### src/rtl/lc3b_types.sv
`default_nettype none

package lc3b_types;

    typedef logic [15:0] lc3b_word;

    // opcodes of the supported subset
    localparam logic [3:0] op_br  = 4'b0000;
    localparam logic [3:0] op_add = 4'b0001;
    localparam logic [3:0] op_and = 4'b0101;
    localparam logic [3:0] op_ldr = 4'b0110;
    localparam logic [3:0] op_str = 4'b0111;
    localparam logic [3:0] op_not = 4'b1001;
    localparam logic [3:0] op_shf = 4'b1101;

    // one instruction word seen through each format
    typedef union packed {
        struct packed {
            logic [3:0] opcode;
            logic [2:0] dr;
            logic [2:0] sr1;
            logic       imm;      // set selects imm5
            logic [4:0] sr2_imm5; // sr2 sits in the low three bits
        } opr;
        struct packed {
            logic [3:0] opcode;
            logic [2:0] dr;
            logic [2:0] sr1;
            logic       arith;    // right shifts only
            logic       dir;      // 0 shifts left
            logic [3:0] imm4;
        } shf;
        struct packed {
            logic [3:0] opcode;
            logic [2:0] dr_sr;    // load dest or store source
            logic [2:0] base;
            logic [5:0] offset6;
        } mem;
        struct packed {
            logic [3:0] opcode;
            logic       n;
            logic       z;
            logic       p;
            logic [8:0] offset9;
        } br;
    } lc3b_instr;

endpackage

`default_nettype wire

### src/rtl/lc3b_ctrl_pkg.sv
`default_nettype none

package lc3b_ctrl_pkg;

    localparam int ctrl_width = 12;

    // control word bit positions
    localparam int ctrl_branch        = 0;  // used in mem
    localparam int ctrl_sr2_sel       = 1;  // decode reads the store source
    localparam int ctrl_alu_b_sel_lsb = 2;
    localparam int ctrl_alu_b_sel_msb = 3;
    localparam int ctrl_alu_op_lsb    = 4;
    localparam int ctrl_alu_op_msb    = 6;
    localparam int ctrl_cc_load       = 7;
    localparam int ctrl_cc_sel        = 8;  // set takes mdr
    localparam int ctrl_mem_write     = 9;
    localparam int ctrl_wb_sel        = 10; // set takes mdr
    localparam int ctrl_regfile_load  = 11;

    // alu operand b sources
    localparam logic [1:0] alu_b_sr2   = 2'd0;
    localparam logic [1:0] alu_b_imm5  = 2'd1;
    localparam logic [1:0] alu_b_imm4  = 2'd2;
    localparam logic [1:0] alu_b_off6w = 2'd3; // offset6 scaled to words

    // alu operations
    localparam logic [2:0] alu_add  = 3'd0;
    localparam logic [2:0] alu_and  = 3'd1;
    localparam logic [2:0] alu_not  = 3'd2;
    localparam logic [2:0] alu_sll  = 3'd3;
    localparam logic [2:0] alu_srl  = 3'd4;
    localparam logic [2:0] alu_sra  = 3'd5;
    localparam logic [2:0] alu_pass = 3'd6;

endpackage

`default_nettype wire

### src/rtl/control_rom.sv
`default_nettype none

module control_rom (
    input  wire lc3b_types::lc3b_word            ir_in,
    output logic [lc3b_ctrl_pkg::ctrl_width-1:0] control_out
);

    lc3b_types::lc3b_instr ir;

    logic       branch;
    logic       sr2_sel;
    logic [1:0] alu_b_sel;
    logic [2:0] alu_op;
    logic       cc_load;
    logic       cc_sel;
    logic       mem_write;
    logic       wb_sel;
    logic       regfile_load;

    assign ir = ir_in;

    always_comb begin
        // defaults, then per opcode
        branch       = 1'b0;
        sr2_sel      = 1'b0;
        alu_b_sel    = lc3b_ctrl_pkg::alu_b_sr2;
        alu_op       = lc3b_ctrl_pkg::alu_pass;
        cc_load      = 1'b0;
        cc_sel       = 1'b0;
        mem_write    = 1'b0;
        wb_sel       = 1'b0;
        regfile_load = 1'b0;

        case (ir.opr.opcode)
            lc3b_types::op_add, lc3b_types::op_and: begin
                if (ir.opr.imm) begin
                    alu_b_sel = lc3b_ctrl_pkg::alu_b_imm5;
                end
                alu_op = (ir.opr.opcode == lc3b_types::op_add) ?
                         lc3b_ctrl_pkg::alu_add : lc3b_ctrl_pkg::alu_and;
                cc_load      = 1'b1;
                regfile_load = 1'b1;
            end
            lc3b_types::op_not: begin
                alu_op       = lc3b_ctrl_pkg::alu_not;
                cc_load      = 1'b1;
                regfile_load = 1'b1;
            end
            lc3b_types::op_shf: begin
                alu_b_sel = lc3b_ctrl_pkg::alu_b_imm4;
                if (!ir.shf.dir) begin
                    alu_op = lc3b_ctrl_pkg::alu_sll;
                end else if (!ir.shf.arith) begin
                    alu_op = lc3b_ctrl_pkg::alu_srl;
                end else begin
                    alu_op = lc3b_ctrl_pkg::alu_sra;
                end
                cc_load      = 1'b1;
                regfile_load = 1'b1;
            end
            lc3b_types::op_ldr: begin
                alu_b_sel    = lc3b_ctrl_pkg::alu_b_off6w; // base + offset
                alu_op       = lc3b_ctrl_pkg::alu_add;
                cc_load      = 1'b1;
                cc_sel       = 1'b1; // codes from loaded word
                wb_sel       = 1'b1;
                regfile_load = 1'b1;
            end
            lc3b_types::op_str: begin
                sr2_sel   = 1'b1; // store data comes from dr_sr
                alu_b_sel = lc3b_ctrl_pkg::alu_b_off6w;
                alu_op    = lc3b_ctrl_pkg::alu_add;
                mem_write = 1'b1;
            end
            lc3b_types::op_br: begin
                branch = 1'b1;
            end
            default: begin
                alu_op = '0; // unknown opcode becomes a bubble
            end
        endcase
    end

    always_comb begin
        control_out[lc3b_ctrl_pkg::ctrl_branch]       = branch;
        control_out[lc3b_ctrl_pkg::ctrl_sr2_sel]      = sr2_sel;
        control_out[lc3b_ctrl_pkg::ctrl_alu_b_sel_msb:
                    lc3b_ctrl_pkg::ctrl_alu_b_sel_lsb] = alu_b_sel;
        control_out[lc3b_ctrl_pkg::ctrl_alu_op_msb:
                    lc3b_ctrl_pkg::ctrl_alu_op_lsb]    = alu_op;
        control_out[lc3b_ctrl_pkg::ctrl_cc_load]      = cc_load;
        control_out[lc3b_ctrl_pkg::ctrl_cc_sel]       = cc_sel;
        control_out[lc3b_ctrl_pkg::ctrl_mem_write]    = mem_write;
        control_out[lc3b_ctrl_pkg::ctrl_wb_sel]       = wb_sel;
        control_out[lc3b_ctrl_pkg::ctrl_regfile_load] = regfile_load;
    end

endmodule

`default_nettype wire

### src/rtl/regfile.sv
`default_nettype none

module regfile (
    input  wire                       clk,
    input  wire                       rst_n,
    input  wire                       load,
    input  wire [2:0]                 dest,
    input  wire lc3b_types::lc3b_word in,
    input  wire [2:0]                 src_a,
    input  wire [2:0]                 src_b,
    output lc3b_types::lc3b_word      reg_a,
    output lc3b_types::lc3b_word      reg_b
);

    lc3b_types::lc3b_word regs [8];

    always_ff @(posedge clk) begin
        if (!rst_n) begin
            for (int i = 0; i < 8; i++) begin
                regs[i] <= '0;
            end
        end else if (load) begin
            regs[dest] <= in;
        end
    end

    // write-through so decode sees this cycle's writeback
    assign reg_a = (load && dest == src_a) ? in : regs[src_a];
    assign reg_b = (load && dest == src_b) ? in : regs[src_b];

endmodule

`default_nettype wire

### src/rtl/alu.sv
`default_nettype none

module alu (
    input  wire [2:0]                 aluop,
    input  wire lc3b_types::lc3b_word a,
    input  wire lc3b_types::lc3b_word b,
    output lc3b_types::lc3b_word      f
);

    logic [3:0] shamt;

    assign shamt = b[3:0]; // shifts only look at imm4

    always_comb begin
        case (aluop)
            lc3b_ctrl_pkg::alu_add:  f = a + b;
            lc3b_ctrl_pkg::alu_and:  f = a & b;
            lc3b_ctrl_pkg::alu_not:  f = ~a;
            lc3b_ctrl_pkg::alu_sll:  f = a << shamt;
            lc3b_ctrl_pkg::alu_srl:  f = a >> shamt;
            lc3b_ctrl_pkg::alu_sra: begin
                f = lc3b_types::lc3b_word'($signed(a) >>> shamt);
            end
            lc3b_ctrl_pkg::alu_pass: f = b;
            default:                 f = '0;
        endcase
    end

endmodule

`default_nettype wire

### src/rtl/data_memory.sv
`default_nettype none

module data_memory (
    input  wire                       clk,
    input  wire                       write,
    input  wire [7:0]                 addr,   // word index
    input  wire lc3b_types::lc3b_word wdata,
    output lc3b_types::lc3b_word      rdata
);

    lc3b_types::lc3b_word mem [256];

    always_ff @(posedge clk) begin
        if (write) begin
            mem[addr] <= wdata;
        end
    end

    // loads read in the same cycle
    assign rdata = mem[addr];

endmodule

`default_nettype wire

### src/rtl/lc3b_pipeline.sv
`default_nettype none

module lc3b_pipeline (
    input  wire                       clk,
    input  wire                       rst_n,
    output lc3b_types::lc3b_word      imem_addr,
    input  wire lc3b_types::lc3b_word imem_rdata,
    output logic                      wb_load,
    output logic [2:0]                wb_dest,
    output lc3b_types::lc3b_word      wb_data
);

    // fetch
    lc3b_types::lc3b_word pc;
    lc3b_types::lc3b_word pc_plus2;

    // decode
    lc3b_types::lc3b_instr                id_ir;
    lc3b_types::lc3b_word                 id_pc2;
    logic [lc3b_ctrl_pkg::ctrl_width-1:0] id_ctrl;
    logic [2:0]                           id_sr2_idx;
    lc3b_types::lc3b_word                 id_sr1_val;
    lc3b_types::lc3b_word                 id_sr2_val;

    // execute
    logic [lc3b_ctrl_pkg::ctrl_width-1:0] ex_ctrl;
    lc3b_types::lc3b_instr                ex_ir;
    lc3b_types::lc3b_word                 ex_pc2;
    lc3b_types::lc3b_word                 ex_sr1_val;
    lc3b_types::lc3b_word                 ex_sr2_val;
    logic [1:0]                           ex_alu_b_sel;
    logic [2:0]                           ex_alu_op;
    lc3b_types::lc3b_word                 ex_alu_b;
    lc3b_types::lc3b_word                 ex_alu_out;
    lc3b_types::lc3b_word                 ex_target;

    // memory
    logic [lc3b_ctrl_pkg::ctrl_width-1:0] mem_ctrl;
    lc3b_types::lc3b_word                 mem_alu;
    lc3b_types::lc3b_word                 mem_store;
    lc3b_types::lc3b_word                 mem_target;
    logic [2:0]                           mem_nzp;
    logic [2:0]                           mem_dest;
    lc3b_types::lc3b_word                 mem_rdata;
    lc3b_types::lc3b_word                 cc_in;
    logic [2:0]                           cc_next;
    logic [2:0]                           cc;      // n z p
    logic                                 br_en;

    // writeback
    logic [lc3b_ctrl_pkg::ctrl_width-1:0] wb_ctrl;
    lc3b_types::lc3b_word                 wb_alu;
    lc3b_types::lc3b_word                 wb_mdr;

    assign pc_plus2  = pc + 16'd2;
    assign imem_addr = pc;

    control_rom u_control_rom (
        .ir_in       (id_ir),
        .control_out (id_ctrl)
    );

    // stores read their data register through the second port
    assign id_sr2_idx = id_ctrl[lc3b_ctrl_pkg::ctrl_sr2_sel] ? id_ir.mem.dr_sr
                                                             : id_ir.opr.sr2_imm5[2:0];

    regfile u_regfile (
        .clk   (clk),
        .rst_n (rst_n),
        .load  (wb_load),
        .dest  (wb_dest),
        .in    (wb_data),
        .src_a (id_ir.opr.sr1),
        .src_b (id_sr2_idx),
        .reg_a (id_sr1_val),
        .reg_b (id_sr2_val)
    );

    assign ex_alu_b_sel = ex_ctrl[lc3b_ctrl_pkg::ctrl_alu_b_sel_msb:
                                  lc3b_ctrl_pkg::ctrl_alu_b_sel_lsb];
    assign ex_alu_op    = ex_ctrl[lc3b_ctrl_pkg::ctrl_alu_op_msb:
                                  lc3b_ctrl_pkg::ctrl_alu_op_lsb];

    always_comb begin
        case (ex_alu_b_sel)
            lc3b_ctrl_pkg::alu_b_imm5: begin
                ex_alu_b = {{11{ex_ir.opr.sr2_imm5[4]}}, ex_ir.opr.sr2_imm5};
            end
            lc3b_ctrl_pkg::alu_b_imm4: begin
                ex_alu_b = {12'b0, ex_ir.shf.imm4};
            end
            lc3b_ctrl_pkg::alu_b_off6w: begin
                ex_alu_b = {{9{ex_ir.mem.offset6[5]}}, ex_ir.mem.offset6, 1'b0};
            end
            default: ex_alu_b = ex_sr2_val;
        endcase
    end

    alu u_alu (
        .aluop (ex_alu_op),
        .a     (ex_sr1_val),
        .b     (ex_alu_b),
        .f     (ex_alu_out)
    );

    // branch target relative to the next pc
    assign ex_target = ex_pc2 + {{6{ex_ir.br.offset9[8]}}, ex_ir.br.offset9, 1'b0};

    data_memory u_data_memory (
        .clk   (clk),
        .write (mem_ctrl[lc3b_ctrl_pkg::ctrl_mem_write]),
        .addr  (mem_alu[8:1]),
        .wdata (mem_store),
        .rdata (mem_rdata)
    );

    assign cc_in   = mem_ctrl[lc3b_ctrl_pkg::ctrl_cc_sel] ? mem_rdata : mem_alu;
    assign cc_next = {cc_in[15], cc_in == '0, !cc_in[15] && cc_in != '0};
    assign br_en   = mem_ctrl[lc3b_ctrl_pkg::ctrl_branch] && |(mem_nzp & cc);

    assign wb_load = wb_ctrl[lc3b_ctrl_pkg::ctrl_regfile_load];
    assign wb_data = wb_ctrl[lc3b_ctrl_pkg::ctrl_wb_sel] ? wb_mdr : wb_alu;

    // pc, instruction and control state
    always_ff @(posedge clk) begin
        if (!rst_n) begin
            pc       <= '0;
            id_ir    <= '0;
            ex_ctrl  <= '0;
            mem_ctrl <= '0;
            wb_ctrl  <= '0;
            cc       <= 3'b010;
        end else begin
            pc       <= br_en ? mem_target : pc_plus2;
            id_ir    <= imem_rdata;
            ex_ctrl  <= id_ctrl;
            mem_ctrl <= ex_ctrl;
            wb_ctrl  <= mem_ctrl;
            if (mem_ctrl[lc3b_ctrl_pkg::ctrl_cc_load]) begin
                cc <= cc_next;
            end
        end
    end

    // datapath stage registers
    always_ff @(posedge clk) begin
        id_pc2     <= pc_plus2;

        ex_ir      <= id_ir;
        ex_pc2     <= id_pc2;
        ex_sr1_val <= id_sr1_val;
        ex_sr2_val <= id_sr2_val;

        mem_alu    <= ex_alu_out;
        mem_store  <= ex_sr2_val;
        mem_target <= ex_target;
        mem_nzp    <= {ex_ir.br.n, ex_ir.br.z, ex_ir.br.p};
        mem_dest   <= ex_ir.opr.dr;

        wb_alu     <= mem_alu;
        wb_mdr     <= mem_rdata;
        wb_dest    <= mem_dest;
    end

endmodule

`default_nettype wire

### config.mk
export PLATFORM = sky130hd
export DESIGN_NAME = lc3b_pipeline
export DESIGN_NICKNAME = d
export VERILOG_FILES = /design/src/rtl/lc3b_types.sv /design/src/rtl/lc3b_ctrl_pkg.sv /design/src/rtl/control_rom.sv /design/src/rtl/regfile.sv /design/src/rtl/alu.sv /design/src/rtl/data_memory.sv /design/src/rtl/lc3b_pipeline.sv
export SDC_FILE = /design/constraint.sdc
export NUM_CORES = 2
export LEC_CHECK = 0
export BUFFER_PORTS_ARGS = -buffer_cell sky130_fd_sc_hd__buf_2
export CORE_MARGIN = 1
export CORE_UTILIZATION = 30
export CTS_CLUSTER_SIZE = 16
export DETAILED_ROUTE_END_ITERATION = 10
export PLACE_DENSITY_LB_ADDON = 0.15
export SLEW_MARGIN = 25
export SYNTH_ARGS = -nofsm -noshare
export SYNTH_HDL_FRONTEND = slang
export SYNTH_MEMORY_MAX_BITS = 65536
export SYNTH_SLANG_ARGS = --single-unit
export TNS_END_PERCENT = 50
### constraint.sdc
create_clock -name clk -period 4.82 [get_ports clk]
set_clock_uncertainty 0.05 [all_clocks]
set_input_delay 0.482 -clock clk [delete_from_list [all_inputs] [get_ports clk]]
set_output_delay 0.482 -clock clk [all_outputs]
set_load 0.005 [all_outputs]
Word-level counts from Yosys, hierarchy flattened --
Memory sizes are Yosys's and may differ from the RTL's. A register that Yosys moved wholly into a read port is not among the register bits. Cells that the tools add are included.
Storage, ports and cells: bits in registers 233, bits in latches 0, bits in writable memories 4224, bits in read-only memories 0, input bits 18, output and inout port bits 36, word-level logic and storage cells 88, memories 2
Memory list:
- u_data_memory.mem | words 256, width 16, rd ports 1, clocked after Yosys merged registers in 1, write ports 1, line data_memory.sv:11 | lc3b_types::lc3b_word mem [256];
- u_regfile.regs | words 8, width 16, rd ports 2, clocked after Yosys merged registers in 1, write ports 8, line regfile.sv:15 | lc3b_types::lc3b_word regs [8];
Operators by class: add/subtract/negate cells 3, $mul 0, div/mod/pow operators 0, $lt $le $gt $ge 0, eq/ne operators 17, shifts and indexed selects 3, muxes and demuxes 28, bitwise gates (word level) 3, reductions and logical operators 14
Operator list (count):
- $pmux 16 s7 | 1
- $mux 16 | 6
- $pmux 16 s3 | 1
- $add 16x16->16 | 2
- $add 16x2->16 const B | 1
- $and 16x16->16 | 1
- $logic_not 16->1 | 1
- $not 16->16 | 1
- $reduce_bool 16->1 | 1
- $reduce_or 16->1 | 1
- $shl 16x4->16 | 1
- $shr 16x4->16 | 1
- $sshr 16x4->16 | 1
- $mux 1 | 14
- $eq 4x3->1 const B | 3
- $mux 3 | 4
- $pmux 3 s4 | 1
- $eq 3x3->1 const B | 3
- $eq 4x4->1 const B | 2
- $eq 3x2->1 const B | 2
- $eq 3x3->1 | 2
- $pmux 2 s3 | 1
- $reduce_or 5->1 | 1
- $eq 2x2->1 const B | 2
- 10 further kinds | 14

Logic depth before layout (Yosys ltp) --
word-level depth 6, mapped depth 19, depth with buffers taken out 16

Hierarchy --
From an unflattened synthesis, not the netlist that was laid out.
Unflattened totals: cells, all modules 8073, area, all modules 172007.5 um^2
By module, submodules not included:
- data_memory | instances 1, cells each 6711, area an instance 155078.7 um^2, seq. area each 122998.0 um^2
- regfile | instances 1, cells each 446, area an instance 7440.9 um^2, seq. area each 3843.7 um^2
- lc3b_pipeline | instances 1, cells each 519, area an instance 6391.1 um^2, seq. area each 4324.1 um^2
- alu | instances 1, cells each 369, area an instance 2936.6 um^2, seq. area each 0.0 um^2
- control_rom | instances 1, cells each 28, area an instance 160.2 um^2, seq. area each 0.0 um^2

Least setup slack after synthesis --
OpenSTA, ideal clock, no wires.
path type register to register, from register mem_alu[2], to memory u_data_memory.mem[162][0] in the netlist's numbering, enable pin, library setup time 409 ps, data arrival time 3960 ps, required time 4361 ps, path slack 401 ps, cell stages (with the launch flop) 12, buffers on the path 9, period minus slack after synthesis 4419 ps, path through dfxtp_1 clkbuf_1 buf_2 buf_2 buf_2 buf_2 buf_2 buf_1 buf_2 clkbuf_1 nand2_1 nor3_1
RTL lines:
- from (decl) | line lc3b_pipeline.sv:39 | lc3b_types::lc3b_word mem_alu;
- from (signal assigned) | line lc3b_pipeline.sv:154 | mem_alu <= ex_alu_out;
- to (decl) | line data_memory.sv:11
No word-level cell before the write port.

Final worst setup path --
from register mem_alu[1], to register cc[0]
Between the ends: longest elaborated chain between the ends 3
Ends and longest elaborated chain:
- $mux 16 | line lc3b_pipeline.sv:117 | assign cc_in = mem_ctrl[lc3b_ctrl_pkg::ctrl_cc_sel] ? mem_rdata : mem_alu;
- $reduce_bool 16->1 | line lc3b_pipeline.sv:118 | assign cc_next = {cc_in[15], cc_in == '0, !cc_in[15] && cc_in != '0};
- $logic_and 1x1->1 | line lc3b_pipeline.sv:118
- to (signal assigned) | line lc3b_pipeline.sv:140 | cc <= cc_next;
- to (decl) | line lc3b_pipeline.sv:47 | logic [2:0] cc;
Every way passes these cells. A chain may end at the register's enable or synchronous reset.

==> results.json <==
{
  "outcome": "finished with violations",
  "violations": "negative setup slack",
  "fin_crit_ps": 4870,
  "dominantRegCellSynth": "edfxtp_1",
  "min_from": "imem_rdata[9]",
  "ys_warn_count": 0,
  "p_total_mw": 106,
  "required_ps": 5710,
  "cts_root_buf": "clkbuf_16",
  "netlist_area_mm2": 0.172,
  "switchingPower_mw": 31.8,
  "detail-route-antenna-nets": 0,
  "placed_cells": 16428,
  "hold_violations": 0,
  "worstSetupPathType": "reg2reg",
  "drive_above_1_share": 0.329,
  "avgSynthCellArea_um2": 20.6,
  "design_area_mm2": 0.207,
  "async_flop_share": 0,
  "numCtsBuffers": 470,
  "drc": 0,
  "powerDensity_mw_per_mm2": 511,
  "dpl_cell_area_mm2": 0.189,
  "area_growth_pct": 20.3,
  "cts.sinks": 4436,
  "crit_path_top_delay_cell": "or4b_4",
  "die_h_um": 760,
  "crit_path_start": "mem_alu[1]$_DFF_P_",
  "drt_first_iter_violations": 9539,
  "coreArea_mm2": 0.573,
  "fin_tns_setup_ps": -102,
  "place_ws_ps": -1240,
  "rsz0062_at_grt": "true",
  "initial_core_util": 0.301,
  "crit_arrival_ps": 5770,
  "antenna_found_initial": 28,
  "insertion_delay_ps": 1060,
  "hp-class": "in2reg",
  "max-slew-margin-rel": 0.237,
  "crit_path_end_kind": "flop",
  "avgViaCountPerCell": 5.21,
  "power_frac_clock": 0.336,
  "grt_max_degree": 193,
  "p_seq_frac": 0.413,
  "io_buffers": 53,
  "cp_cell_sequence": "buf_12 -> buf_16 -> buf_16 -> buf_16 -> buf_16 -> mux4_2 -> a22o_1 -> a221oi_2 -> buf_4 -> o221ai_2 -> buf_6 -> a22oi_2 -> buf_4 -> nand2_4 -> or4b_4 -> o41ai_4 -> buf_4 -> o21ai_1",
  "syn-num-nets": 8421,
  "final_nets": 9514,
  "seq_area_frac_synth": 0.760,
  "switching_share": 0.300,
  "p_leak_nw": 66.7,
  "grt_use_total": 0.192,
  "worstMarginPinSlew_ps": 1130,
  "vias": 90820,
  "gp_congestion": 0.894,
  "setup_viol_count_final": 2,
  "routed_wl_mm": 571,
  "synth_top_area_frac": 0.736,
  "synth_edf_count": 4224,
  "rr_worst_depth": 18,
  "fmax_mhz": 205,
  "die_area_mm2": 0.578,
  "dp_hpwl_mm": 357,
  "drv_cap": 0,
  "path_common_cell": "buf_16",
  "worstPathMaxFanout": 6,
  "timing.final.crit_share": 1.01,
  "p_int_mw": 74.2,
  "ir_worst_vdd_v": 0.000344,
  "grt_pass1_wl_mm": 782,
  "htree_levels": 5,
  "p_comb_frac": 0.251,
  "hold_ws_ps": 164,
  "die_w_um": 760,
  "r2r_slack_ps": -50,
  "grt_pass1_vias": 92921,
  "max_stage_delay_ps": 530,
  "gr-total-overflow": 0,
  "rows": 278,
  "synth_top_area_cell": "edfxtp_1",
  "cts_tree": "built",
  "first_pass_iters": 5,
  "cp-endpoint": "cc[0]$_SDFFE_PN0P_",
  "synth_cell_type_count": 84,
  "final_core_util": 0.362,
  "setup_ws_ps": -54.7,
  "stdcell_count": 17425,
  "r2r_start": "mem_alu[1]$_DFF_P_",
  "wl_per_cell_um": 32.8,
  "synth.area.top_cells": "edfxtp_1 74%, mux4_2 14%, dfxtp_1 2.5%",
  "clkTransAtPathRegs_ps": 60,
  "cts_buffer_depth": 4,
  "ys_ff_latch": 4436,
  "maxSlewViolCount": 0,
  "syn-instance-count": 8368,
  "r2r_end": "cc[0]$_SDFFE_PN0P_",
  "num_io_pins": 54,
  "start_kind": "flop"
}
==> layer usage <==
metal | track usage | share of wire | routed length (µm) | vias to the layer above
li1 | - | - | - | 37121
met1 | 0.265 | 0.43 | 247000 | 49940
met2 | 0.316 | 0.48 | 274000 | 3027
met3 | 0.0285 | 0.056 | 32000 | 730
met4 | 0.0574 | 0.033 | 19000 | 2
met5 | 0 | 0.000028 | 16 | -
==> logic make-up after synthesis <==
family / synth area share
AO/OA/AOI/OAI: 0.0354
AND/OR/NAND/NOR: 0.0288
multiplexers: 0.155
buffers and inverters: 0.0164
adder cells (fa/ha/maj): 0.00263
flip-flops: 0.760
XOR/XNOR: 0.00188
==> critical path: cells and delay by family, from the launching register on <==
family	cells	cell delay [ps]
buffers and inverters	9	1590
flip-flops	1	380
AND/OR/NAND/NOR	2	580
AO/OA/AOI/OAI	6	1620
multiplexers	1	490
==> worst min path at each step <==
stage / slack [ps] / cells after the start / end
6_report: 160 / 3 / id_ir[9]$_SDFF_PN0_
5_1_grt: 130 / 3 / id_ir[6]$_SDFF_PN0_
4_1_cts: 60 / 3 / id_ir[9]$_SDFF_PN0_
3_5_place_dp: 260 / 0 / ex_pc2[0]$_DFF_P_
3_3_place_gp: 260 / 0 / ex_pc2[6]$_DFF_P_
2_1_floorplan: 260 / 0 / ex_ir[3]$_DFF_P_
==> layout make-up <==
class | count | area, µm²
sequential | 4436 | 131000
clock inverter | 269 | 2650
clock buffer | 595 | 12400
inverter | 55 | 214
tap | 7560 | 9460
fill | 52598 | 366000
multi-input combinational | 3374 | 40000
timing repair buffer | 1124 | 11400
antenna | 12 | 30.0
==> power by group through the flow <==
stage | Clock (mW) | Combinational, mW | Sequential (mW)
floorplan | 0 | 12.0 | 44.9
global placement | 0 | 24.7 | 44.7
detailed placement | 0 | 24.8 | 44.6
finish | 35.6 | 26.6 | 43.8
global route | 37.8 | 27.6 | 43.8
CTS | 36.5 | 26.3 | 43.8
==> what timing repair did <==
action	CTS	global route
hold endpoints to repair	24	0
gates resized for setup	187	81
pin swaps	29	27
setup endpoints to repair	3	2
setup buffers	57	34
hold buffers	17	0
cloned	19	5
==> synthesized netlist by cell type, drive strengths merged (8+ instances only) <==
cell type,count
mux2,9
ha,33
clkbuf,231
a22o,70
o211ai,15
nand4,27
inv,54
nor2b,37
a221oi,68
o21ai,91
nor2,541
o22ai,30
and3,20
a31oi,12
nor4b,8
xor2,14
and2,32
nand2,223
or3,9
buf,272
a211oi,42
dfxtp,212
nor3,71
a22oi,229
a21oi,188
nand3,80
mux2i,243
nand2b,17
a2111oi,12
or4,8
o21a,14
mux4,1069
o221ai,22
xnor2,23
edfxtp,4224
==> flip-flops by register name (all words and copies together), names as in the netlist, 4 cells and up <==
name	flops
id_ir	16
mem_store	16
mem_target	16
ex_sr2_val	16
id_pc2	16
u_data_memory.mem	4096
wb_alu	16
mem_alu	16
mem_ctrl	4
ex_ir	12
ex_ctrl	9
ex_sr1_val	16
wb_mdr	16
u_regfile.regs	128
ex_pc2	16
imem_addr	16
==> placed cells by master, fill, tap and decap left out, drive strengths merged, types with 188 or more instances in the layout <==
master	synthesis	layout
clkinv	1	211
buf	272	1092
mux2i	243	243
edfxtp	4224	4224
mux4	1069	1069
a22oi	229	229
nor2	541	541
a21oi	188	188
dfxtp	212	212
clkbuf	231	600
nand2	223	223
(Power assumes the default switching activity.)
